$ cat src/hdl/rv32Pkg.sv
`default_nettype none

package rv32Pkg;

	typedef logic [31:0] word_t;
	typedef logic [8:0] pc_t;
	typedef logic [4:0] regIdx_t;
	typedef logic [1:0] memSize_t;

	// access size codes, same as funct3[1:0] of loads and stores
	localparam memSize_t sizeByte = 2'd0;
	localparam memSize_t sizeHalf = 2'd1;
	localparam memSize_t sizeWord = 2'd2;

	typedef enum logic [3:0] {
		aluAdd,
		aluSub,
		aluSll,
		aluSlt,
		aluSltu,
		aluXor,
		aluSrl,
		aluSra,
		aluOr,
		aluAnd,
		aluPassB
	} aluOp_t;

	typedef enum logic [2:0] {
		immI,
		immS,
		immB,
		immU,
		immJ
	} immFmt_t;

	typedef enum logic [1:0] {
		wbAlu,
		wbMem,
		wbPcPlus4
	} wbSrc_t;

	typedef enum logic [1:0] {
		seqIdle,
		seqFetch,
		seqExec,
		seqMemWait
	} seqState_t;

endpackage

`default_nettype wire

$ cat src/hdl/decoder.sv
`timescale 1ns/1ps
`default_nettype none

module decoder import rv32Pkg::*; (
	input wire word_t inst,
	output word_t imm,
	output aluOp_t aluOp,
	output logic aSelPc,
	output logic bSelImm,
	output logic regWrite,
	output logic isLoad,
	output logic isStore,
	output logic isBranch,
	output logic isJump,
	output logic loadUnsigned,
	output memSize_t memSize,
	output wbSrc_t wbSrc,
	output logic [2:0] brFunct
);

	localparam logic [6:0] opLui = 7'b0110111;
	localparam logic [6:0] opAuipc = 7'b0010111;
	localparam logic [6:0] opJal = 7'b1101111;
	localparam logic [6:0] opJalr = 7'b1100111;
	localparam logic [6:0] opBranch = 7'b1100011;
	localparam logic [6:0] opLoad = 7'b0000011;
	localparam logic [6:0] opStore = 7'b0100011;
	localparam logic [6:0] opImm = 7'b0010011;
	localparam logic [6:0] opReg = 7'b0110011;

	logic [6:0] opcode;
	logic [2:0] funct3;
	immFmt_t immFmt;
	aluOp_t arithOp;

	assign opcode = inst[6:0];
	assign funct3 = inst[14:12];
	assign memSize = funct3[1:0];
	assign loadUnsigned = funct3[2];
	assign brFunct = funct3;

	// funct7 bit 5 picks SUB only for register ops, SRA for both
	always_comb begin
		case (funct3)
			3'b000: arithOp = (opcode == opReg && inst[30]) ? aluSub : aluAdd;
			3'b001: arithOp = aluSll;
			3'b010: arithOp = aluSlt;
			3'b011: arithOp = aluSltu;
			3'b100: arithOp = aluXor;
			3'b101: arithOp = inst[30] ? aluSra : aluSrl;
			3'b110: arithOp = aluOr;
			default: arithOp = aluAnd;
		endcase
	end

	always_comb begin
		aluOp = aluAdd;
		immFmt = immI;
		wbSrc = wbAlu;
		{aSelPc, bSelImm, regWrite} = 3'b000;
		{isLoad, isStore, isBranch, isJump} = 4'b0000;
		case (opcode)
			opLui: {aluOp, immFmt, bSelImm, regWrite} = {aluPassB, immU, 2'b11};
			opAuipc: {immFmt, aSelPc, bSelImm, regWrite} = {immU, 3'b111};
			opJal: begin
				{immFmt, aSelPc, bSelImm, regWrite, isJump} = {immJ, 4'b1111};
				wbSrc = wbPcPlus4;
			end
			opJalr: begin
				{bSelImm, regWrite, isJump} = 3'b111;
				wbSrc = wbPcPlus4;
			end
			opBranch: {immFmt, aSelPc, bSelImm, isBranch} = {immB, 3'b111};
			opLoad: begin
				{bSelImm, regWrite, isLoad} = 3'b111;
				wbSrc = wbMem;
			end
			opStore: {immFmt, bSelImm, isStore} = {immS, 2'b11};
			opImm: {aluOp, bSelImm, regWrite} = {arithOp, 2'b11};
			opReg: {aluOp, regWrite} = {arithOp, 1'b1};
			default: ;
		endcase
	end

	always_comb begin
		case (immFmt)
			immS: imm = {{20{inst[31]}}, inst[31:25], inst[11:7]};
			immB: imm = {{19{inst[31]}}, inst[31], inst[7], inst[30:25], inst[11:8], 1'b0};
			immU: imm = {inst[31:12], 12'b0};
			immJ: imm = {{11{inst[31]}}, inst[31], inst[19:12], inst[20], inst[30:21], 1'b0};
			default: imm = {{20{inst[31]}}, inst[31:20]};
		endcase
	end

endmodule

`default_nettype wire

$ cat config.mk
export PLATFORM = sky130hd
export DESIGN_NAME = decoder
export DESIGN_NICKNAME = d
export VERILOG_FILES = /design/src/hdl/rv32Pkg.sv /design/src/hdl/decoder.sv
export SDC_FILE = /design/constraint.sdc
export NUM_CORES = 1
export LEC_CHECK = 0
export ABC_AREA = 1
export CORE_UTILIZATION = 40
export DETAILED_ROUTE_END_ITERATION = 16
export DONT_BUFFER_PORTS = 1
export GPL_TIMING_DRIVEN = 1
export SYNTH_ARGS = -nofsm -noshare
export SYNTH_HDL_FRONTEND = slang
export SYNTH_SLANG_ARGS = --single-unit
export TNS_END_PERCENT = 1
$ cat constraint.sdc
create_clock -name vclk -period 1.27
set_clock_uncertainty 0.15 [all_clocks]
set_input_delay 0 -clock vclk [all_inputs]
set_output_delay 0 -clock vclk [all_outputs]
set_load 0.1 [all_outputs]
==> results of run 1 <==
## through the flow
stage	hold slack, ns	setup slack [ns]	setup TNS (ns)
detailed placement	-0.1487	-0.1023	-1.036
global placement	-0.1487	0.03371	0
floorplan	0.06152	-0.3856	-9.818
## synth_stat cells
cell      instances
nand2_1          60
nand3_1          23
nor2_1           34
o21ai_0          14
nor2_2            4
nor3_1            1
inv_2             4
a21oi_1           3
buf_2             5
nor2_4            2
nand2_2           1
nand3_2           2
buf_4             8
nand4_1           1
o21ai_1           2
inv_1            15
clkinv_1          1
## cells by family after synthesis
kind of cell / Yosys count / share of synthesized area [%]
and+or+nand+nor: 128 / 68.42
AOI/OAI and AO/OA: 19 / 11.76
buffers and inverters: 33 / 19.81
==> impl_metrics.yaml, run 1 <==
run_status:
  firstError: "[ERROR DPL-0038] Utilization greater than 100%, impossible to legalize"
  status: "stopped before the end"
  lastStage: "4_1_cts"
logic_synthesis:
  synth_cell_types: 17
  synth_area_sq_um: 808.3
  synth_top_area_cell: "nand2_1"
  synth_nets: 212
  syn_inst: 180
  avgSynthCellArea_sq_um: 4.490
  netlist.area_leader.share_pct: 27.86
  synthTopCellsByArea: "nand2_1 (28%), nor2_1 (16%), nand3_1 (14%)"
  ys_seq_area_share_pct: 0
  yosysWarnings: 0
floorplanning:
  die_w_um: 46.95
  chipHeight_um: 46.95
  core.rowCount: 15
  start_util_pct: 44.86
  pin_count: 83
clock_network:
  post-cts-setup-buffers: 0
  cts_resized: 5
  hold_buffers: 3
place:
  dp_hpwl_um: 3572
  portBuffers: 0
  gp_congestion: 0.8708
  place_area_sq_um: 1740
  place_inst: 246
==> inputs of run 2 (changes only) <==
Settings changed: CORE_AREA set to 2 2 63 65, CORE_UTILIZATION 40 to not set, DIE_AREA set to 0 0 65 67, PLACE_DENSITY_LB_ADDON set to 0.15.
==> run 2 against run 1 <==
The flow now finishes, with violations (hold timing). Synthesized cell count did not move. Synthesized area unchanged.
==> impl_metrics.yaml, run 2 <==
final_layout:
  final_cell_mix: "nand2_1 (52), buf_12 (43), nand3_1 (22)"
  final_cells: 273
  regArea_sq_um: 0
  antennaDiodeCount: 0
  nFlopsAndLatches: 0
  layout-drive-gt1-share_pct: 45.33
  fin_nets: 259
  final_common_cell: "nand2_1"
  area_growth_pct: 131.3
  nClkBuffers: 0
logic_synthesis:
  netlist.area_leader.share_pct: 27.86
  synth_nets: 212
  syn_inst: 180
  synthTopCellsByArea: "nand2_1 (28%), nor2_1 (16%), nand3_1 (14%)"
  synth_cell_types: 17
  synth.cells.most_frequent: "nand2_1 (60), nor2_1 (34), nand3_1 (23)"
  ys_seq_area_share_pct: 0
  yosysMostFrequentCell: "nand2_1"
  yosysWarnings: 0
  avgSynthCellArea_sq_um: 4.490
  synth_area_sq_um: 808.3
  synth_top_area_cell: "nand2_1"
grt:
  grt-ovfl-total: 0
  grt_usage_pct: 14.88
  grt_start_max_net_pins: 13
  grt_pass1_wl_um: 5347
  grt_pass1_vias: 1279
  antenna_found_initial: 0
sta:
  hold_slack_ns: -0.1500
  finalHoldViolations: 1
  grt_setup_unrepaired: "yes"
  timing.final.ws_setup_ns: 0.07064
  min_period_ns: 1.199
  fmaxAchievable_ghz: 0.8338
  worst_pin_slew_ns: 0.2921
  finalMaxSlewViolations: 0
  tns_ns: 0
  relSlewSlack_pct: 80.40
  setup_viol: 0
  fin_crit_sh_pct: 94.44
hold_path:
  min_to: "imm[31]"
  min_from: "inst[31]"
  hold_depth: 0
  hold_path_class: "in -> out"
floorplanning:
  start_util_pct: 22.41
  pin_count: 83
  die_w_um: 65
  chipHeight_um: 67
  core-area_sq_um: 3606
  design.die.area_sq_um: 4355
  core.rowCount: 22
power_and_ir_drop:
  power_frac_clock_pct: 0
  power.internal_mw: 0.3320
  p_switching_mw: 0.7541
  vdd_drop_max_mv: 0.1556
  pwr-share-seq_pct: 0
  p_leak_nw: 0.9273
  p_comb_share_pct: 100.0
  power_density_nw_per_um2: 581.0
  swShare_pct: 69.43
worst_setup_path:
  arrival_ns: 1.05
  critPathRequiredTime_ns: 1.12
  cp-start-kind: "input pin"
  endpoint_kind: "primary output"
  worst-setup-path-type: "in -> out"
  cpMostUsedCell: "nand2_1"
  startpoint: "inst[1]"
  crit_fanout: 12
  critPathMaxStageDelay_ns: 0.18
  critPathSlowestCell: "buf_12"
  path_cells: "nand2_1, inv_2, nand2_1, nor2_4, nor2_4, nand3_4, nand2_1, buf_12"
place:
  place_inst: 270
  dp_hpwl_um: 2947
  portBuffers: 0
  dp_slack_ns: 0.005148
  gp_congestion: 0.8468
run_status:
  status: "complete, but fails checks"
  violations: "hold timing"
routing:
  routed_wl_um: 3308
  drtIter0Drc: 36
  ant_nets: 0
  drc: 0
  drt_pre_antenna_iters: 4
  via_per_inst: 4.681
  wl_per_cell_um: 12.12
  vias: 1278
flow_run:
  maxCapViolations: 0
clock_network:
  hold_buffers: 3
-- run 2: cell counts after synthesis --
Identical to the previous run, type by type.
-- run 2: through the flow --
step	util [%]	power, mW	cell area, sq um
global route	51.84	1.117	1869
finish	51.84	1.086	1869
CTS	51.28	1.089	1849
floorplan	-	0.7473	900.9
detailed placement	49.62	0.9913	1789
global placement	49.62	0.9836	1789
-- run 2: layout make-up --
type | count | area (sq um)
Fill cell | 366 | 1737
Timing Repair Buffer | 58 | 973.4
Multi-Input combinational cell | 147 | 757.0
Inverter | 20 | 78.83
Tap cell | 48 | 60.06
-- run 2: per-layer routing --
metal  GRT usage (%)  routed length [um]  part of all wire (%)
met1           16.10                1211                    37
met4           3.457                  56                   1.7
met5               0                   0                     0
met2           30.28                1849                    56
met3           1.689                 191                   5.8
-- run 2: timing repair --
action                                 in CTS  in global routing
endpoints found under the hold margin       7                  1
setup endpoints to repair                   0                 18
setup buffers                               0                  0
gates resized for setup                     0                  7
-- run 2: power groups by stage --
stage	Sequential, mW	Clock, mW	Combinational [mW]
after detailed placement	0	0	0.991
after global placement	0	0	0.984
after CTS	0	0	1.09
final	0	0	1.09
after floorplan	0	0	0.747
after global routing	0	0	1.12
-- run 2: cell families after synthesis --
logic type             Yosys count  synth area share [%]
AND/OR/NAND/NOR                128                 68.42
buffers and inverters           33                 19.81
AO/OA/AOI/OAI                   19                 11.76
-- run 2: how the worst max path moves through the flow --
stage	end	slack, ns	depth (start not counted)
2_1_floorplan	aSelPc	-0.39	6
3_3_place_gp	imm[26]	0.03	8
3_5_place_dp	imm[30]	0.005	8
4_1_cts	imm[30]	0.003	7
5_1_grt	imm[30]	-0.03	8
6_report	imm[28]	0.07	8
-- run 2: worst max-delay path, delay by kind of cell --
family        cells  cell delay [ns]
buf+inv           2             0.24
simple gates      6             0.80
(Power assumes the default switching activity.)
==> inputs of run 3 (changes only) <==
Settings changed: MAX_ROUTING_LAYER set to met4.
==> run 3 against run 2 <==
The run still ends with hold timing left. Global-route usage about the same. Clock-buffer cell count unchanged. Sequential share of layout area unchanged. Non-clock buffer count unchanged. Sequential cell count unchanged. Die area unchanged. Power up 0.26%. Cell area up 0.60%. Fmax up 1.1%. Via count up 0.55%. Worst setup slack better by 0.013 ns. Critical endpoint unchanged. Largest cell class unchanged.
==> impl_metrics.yaml, run 3 (same netlist as run 2, synthesis figures left out) <==
grt:
  grt_usage_pct: 14.87
  grt-ovfl-total: 0
  grt_pass1_vias: 1174
  grt_start_max_net_pins: 13
  grt_pass1_wl_um: 5126
  antenna_found_initial: 0
place:
  dp_slack_ns: -0.001254
  place_area_sq_um: 1789
  dp_hpwl_um: 2958
  portBuffers: 0
  gp_congestion: 0.8634
  place_inst: 270
power_and_ir_drop:
  power_frac_clock_pct: 0
  swShare_pct: 69.51
  p_switching_mw: 0.7569
  vdd_drop_max_mv: 0.1584
  p_leak_nw: 0.9307
  p_comb_share_pct: 100.0
  finalPower_mw: 1.089
  power.internal_mw: 0.3320
  power_density_nw_per_um2: 579.1
  pwr-share-seq_pct: 0
final_layout:
  nClkBuffers: 0
  final_core_util_pct: 52.15
  multi_input_area_sq_um: 768.2
  final_cells: 273
  area_growth_pct: 132.7
  regArea_sq_um: 0
  nFlopsAndLatches: 0
  final_cell_mix: "nand2_1 (52), buf_12 (43), nand3_1 (22)"
  antennaDiodeCount: 0
  layout-drive-gt1-share_pct: 45.33
  fin_nets: 259
  fillers: 356
  postLayoutCellArea_sq_um: 1881
  final_common_cell: "nand2_1"
sta:
  hold_slack_ns: -0.1500
  timing.final.ws_setup_ns: 0.08413
  finalHoldViolations: 1
  setup_viol: 0
  min_period_ns: 1.186
  grt_setup_unrepaired: "yes"
  fmaxAchievable_ghz: 0.8433
  worst_pin_slew_ns: 0.2870
  finalMaxSlewViolations: 0
  fin_crit_sh_pct: 93.38
  tns_ns: 0
  relSlewSlack_pct: 80.74
hold_path:
  hold_path_class: "in -> out"
  min_from: "inst[31]"
floorplanning:
  design.die.area_sq_um: 4355
  start_util_pct: 22.41
  pin_count: 83
  die_w_um: 65
  core.rowCount: 22
  chipHeight_um: 67
  core-area_sq_um: 3606
clock_network:
  hold_buffers: 3
  post-cts-setup-buffers: 0
worst_setup_path:
  crit_fanout: 12
  cp-start-kind: "input pin"
  startpoint: "inst[1]"
  worst-setup-path-type: "in -> out"
  endpoint_kind: "primary output"
  critPathRequiredTime_ns: 1.12
  arrival_ns: 1.04
routing:
  drtIter0Drc: 44
  ant_nets: 0
  wl_per_cell_um: 12.40
  via_per_inst: 4.707
  drc: 0
  drt_pre_antenna_iters: 4
  routed_wl_um: 3384
  vias: 1285
run_status:
  status: "complete, but fails checks"
  violations: "hold timing"
flow_run:
  maxCapViolations: 0
[run 3: path summary, 6_finish.rpt]
| path | depth (start not counted) | to | slack, ns |
|---|---|---|---|
| max | 8 | imm[28] | 0.08 |
| min | 0 | imm[31] | -0.15 |
[run 3: cell type report]
class | count | area share, %
Timing Repair Buffer | 58 | 51.76
Multi-Input combinational cell | 147 | 40.85
Tap cell | 48 | 3.194
Inverter | 20 | 4.192
[run 3: layer usage]
metal  share of wire (%)  up-vias  track usage [%]
met3                 8.0        6            2.196
met2                  57       49            29.51
met4                 1.6        0            3.457
li1                    -      653                -
met1                  34      577            15.30
met5                   0        -                -
[run 3: worst max-delay path, stage by stage]
cell and delay [ns]:
nand2_1 0.13, inv_2 0.06, nand2_1 0.13, nor2_4 0.06, nor2_4 0.15, nand3_4 0.16
nand2_1 0.17, buf_12 0.19
[run 3: power by group through the flow]
stage | sequential, mW | combinational (mW) | clock, mW
4_1_cts | 0 | 1.09 | 0
3_5_place_dp | 0 | 0.991 | 0
6_report | 0 | 1.09 | 0
3_3_place_gp | 0 | 0.984 | 0
2_1_floorplan | 0 | 0.747 | 0
5_1_grt | 0 | 1.12 | 0
[run 3: what timing repair did]
action,CTS,global route
resized for setup,1,8
endpoints found under the hold margin,7,1
setup endpoints to repair,2,20
==> inputs of run 4 (changes only) <==
Settings changed: ABC_AREA 1 to not set, RECOVER_POWER set to 25.
==> run 4 against run 3 <==
The run ends with setup timing left. Die area did not move. Highest routed layer is now met3. Routed wire length fell by 19%. Global-route usage fell by 2.4 points. Fmax fell by 11%. Power fell by 8.2%. Cell count fell by 27%. Clock-buffer cell count did not move. Largest power group unchanged. Sequential share of layout area did not move. Core utilization fell by 5.6 points. First-iteration DRC count fell by 25%.
==> impl_metrics.yaml, run 4 <==
sta:
  fmaxAchievable_ghz: 0.7517
  finalHoldViolations: 0
  finalMaxSlewViolations: 0
  fin_crit_sh_pct: 104.7
  setup_viol: 7
  grt_setup_unrepaired: "yes"
  worst_pin_slew_ns: 1.077
  relSlewSlack_pct: 28.51
  timing.final.ws_setup_ns: -0.06025
  min_period_ns: 1.330
  tns_ns: -0.1788
worst_setup_path:
  cp-start-kind: "input pin"
  worst-setup-path-type: "in -> out"
  crit_fanout: 3
  critPathMaxStageDelay_ns: 1.18
  crit_family: "buffers and inverters"
  critPathBufInv: 1
  critPathSlowestCell: "dlygate4sd3_1"
  critPathRequiredTime_ns: 1.12
  arrival_ns: 1.18
  endpoint_kind: "primary output"
  path_cells: "dlygate4sd3_1"
power_and_ir_drop:
  finalPower_mw: 0.9995
  p_leak_nw: 0.7722
  vdd_drop_max_mv: 0.2907
  power_density_nw_per_um2: 595.7
routing:
  drc: 0
  via_per_inst: 4.658
  drtIter0Drc: 33
  ant_nets: 0
  wl_per_cell_um: 13.83
  drt_pre_antenna_iters: 3
  wl_met2_um: 1439
  route.met3.wl_um: 337
  routed_wl_um: 2752
  top_layer_used: "met3"
  vias: 927
  wl_met1_um: 975
place:
  gp_congestion: 0.8021
  dp_hpwl_um: 2305
  portBuffers: 0
grt:
  grt_pass1_vias: 983
  grt-ovfl-total: 0
  grt_usage_pct: 12.48
  antenna_found_initial: 0
  grt_pass1_wl_um: 4347
  grt_start_max_net_pins: 22
floorplanning:
  core-area_sq_um: 3606
  design.die.area_sq_um: 4355
  start_util_pct: 17.45
  die_w_um: 65
  chipHeight_um: 67
  core.rowCount: 22
  pin_count: 83
flow_run:
  maxCapViolations: 0
hold_path:
  min_from: "inst[4]"
  hold_path_class: "in -> out"
  hold_depth: 2
  min_to: "wbSrc[0]"
logic_synthesis:
  yosysWarnings: 0
  ys_seq_area_share_pct: 0
  yosysMostFrequentCell: "nand2_1"
  synth.cells.most_frequent: "nand2_1 (22), a21o_1 (11), nor2_1 (10)"
  synth_cell_types: 33
  avgSynthCellArea_sq_um: 6.110
  synth_nets: 135
  synth_area_sq_um: 629.4
  synth_top_area_cell: "a21o_1"
  syn_inst: 103
  synthTopCellsByArea: "a21o_1 (13%), nand2_1 (13%), buf_4 (8.3%)"
  netlist.area_leader.share_pct: 13.12
run_status:
  status: "complete, but fails checks"
  violations: "setup timing"
final_layout:
  antennaDiodeCount: 0
  regArea_sq_um: 0
  fin_nets: 185
  final_cell_mix: "buf_12 (37), nand2_1 (21), buf_4 (15)"
  nFlopsAndLatches: 0
  nClkBuffers: 0
  area_growth_pct: 166.6
  layout-drive-gt1-share_pct: 60.93
  final_common_cell: "buf_12"
## run 4: changes by cell type in the layout (fill, tap and decap cells not counted), moves of 6 or more
cell     before  now
o21ai_0       7    1
buf_12       43   37
nand2_1      52   21
nand2_2       8    1
nand3_1      22    1
nor2b_2       0    7
nor2_1       21    2
a21o_1        0   11
inv_1        14    1
## run 4: power by group
part	leakage [nW]	internal (mW)	switching, mW
sequential	0	0	0
clock	0	0	0
combinational	0.772	0.307	0.692
total	0.772	0.307	0.692
## run 4: logic make-up after synthesis
logic type / Yosys count / synth area share, %
AO/OA/AOI/OAI: 26 / 30.42
buffers and inverters: 15 / 15.11
multiplexers: 4 / 6.362
AND/OR/NAND/NOR: 58 / 48.11
## run 4: how the worst max path moves through the flow
stage	start	endpoint	slack, ns	depth (start not counted)
final	inst[31]	imm[31]	-0.06	1
after global routing	inst[2]	wbSrc[0]	-0.08	4
after CTS	inst[2]	imm[0]	-0.04	4
after detailed placement	inst[3]	imm[12]	-0.16	5
after global placement	inst[3]	imm[12]	-0.14	5
after floorplan	inst[5]	imm[11]	-1.03	4
## run 4: layout make-up
type	count	area (sq um)
Inverter	1	3.754
Multi-Input combinational cell	88	653.1
Fill cell	342	1928
Timing Repair Buffer	62	960.9
Tap cell	48	60.06
## run 4: repair_timing
item | in CTS | in global routing
setup endpoints to repair | 29 | 30
hold buffers | 3 | 1
hold endpoints to repair | 7 | 1
pin swaps | 6 | 8
gates resized for setup | 16 | 14
setup buffers | 1 | 0
## run 4: stage by stage
stage	hold slack, ns	instances	setup slack, ns	instance area (sq um)	util, %
floorplan	-0.04509	103	-1.028	696.9	-
global placement	-0.1487	194	-0.1371	1529	42.40
detailed placement	-0.1487	194	-0.1648	1529	42.40
CTS	-0.1487	198	-0.03793	1657	45.94
global route	0.03631	199	-0.08290	1678	46.53
finish	0.03019	199	-0.06025	1678	46.53
## run 4: per-layer routing
metal	vias to the layer above	GRT usage (%)
li1	455	-
met1	417	13.94
met2	55	22.94
met3	0	4.223
met4	0	0
met5	-	-
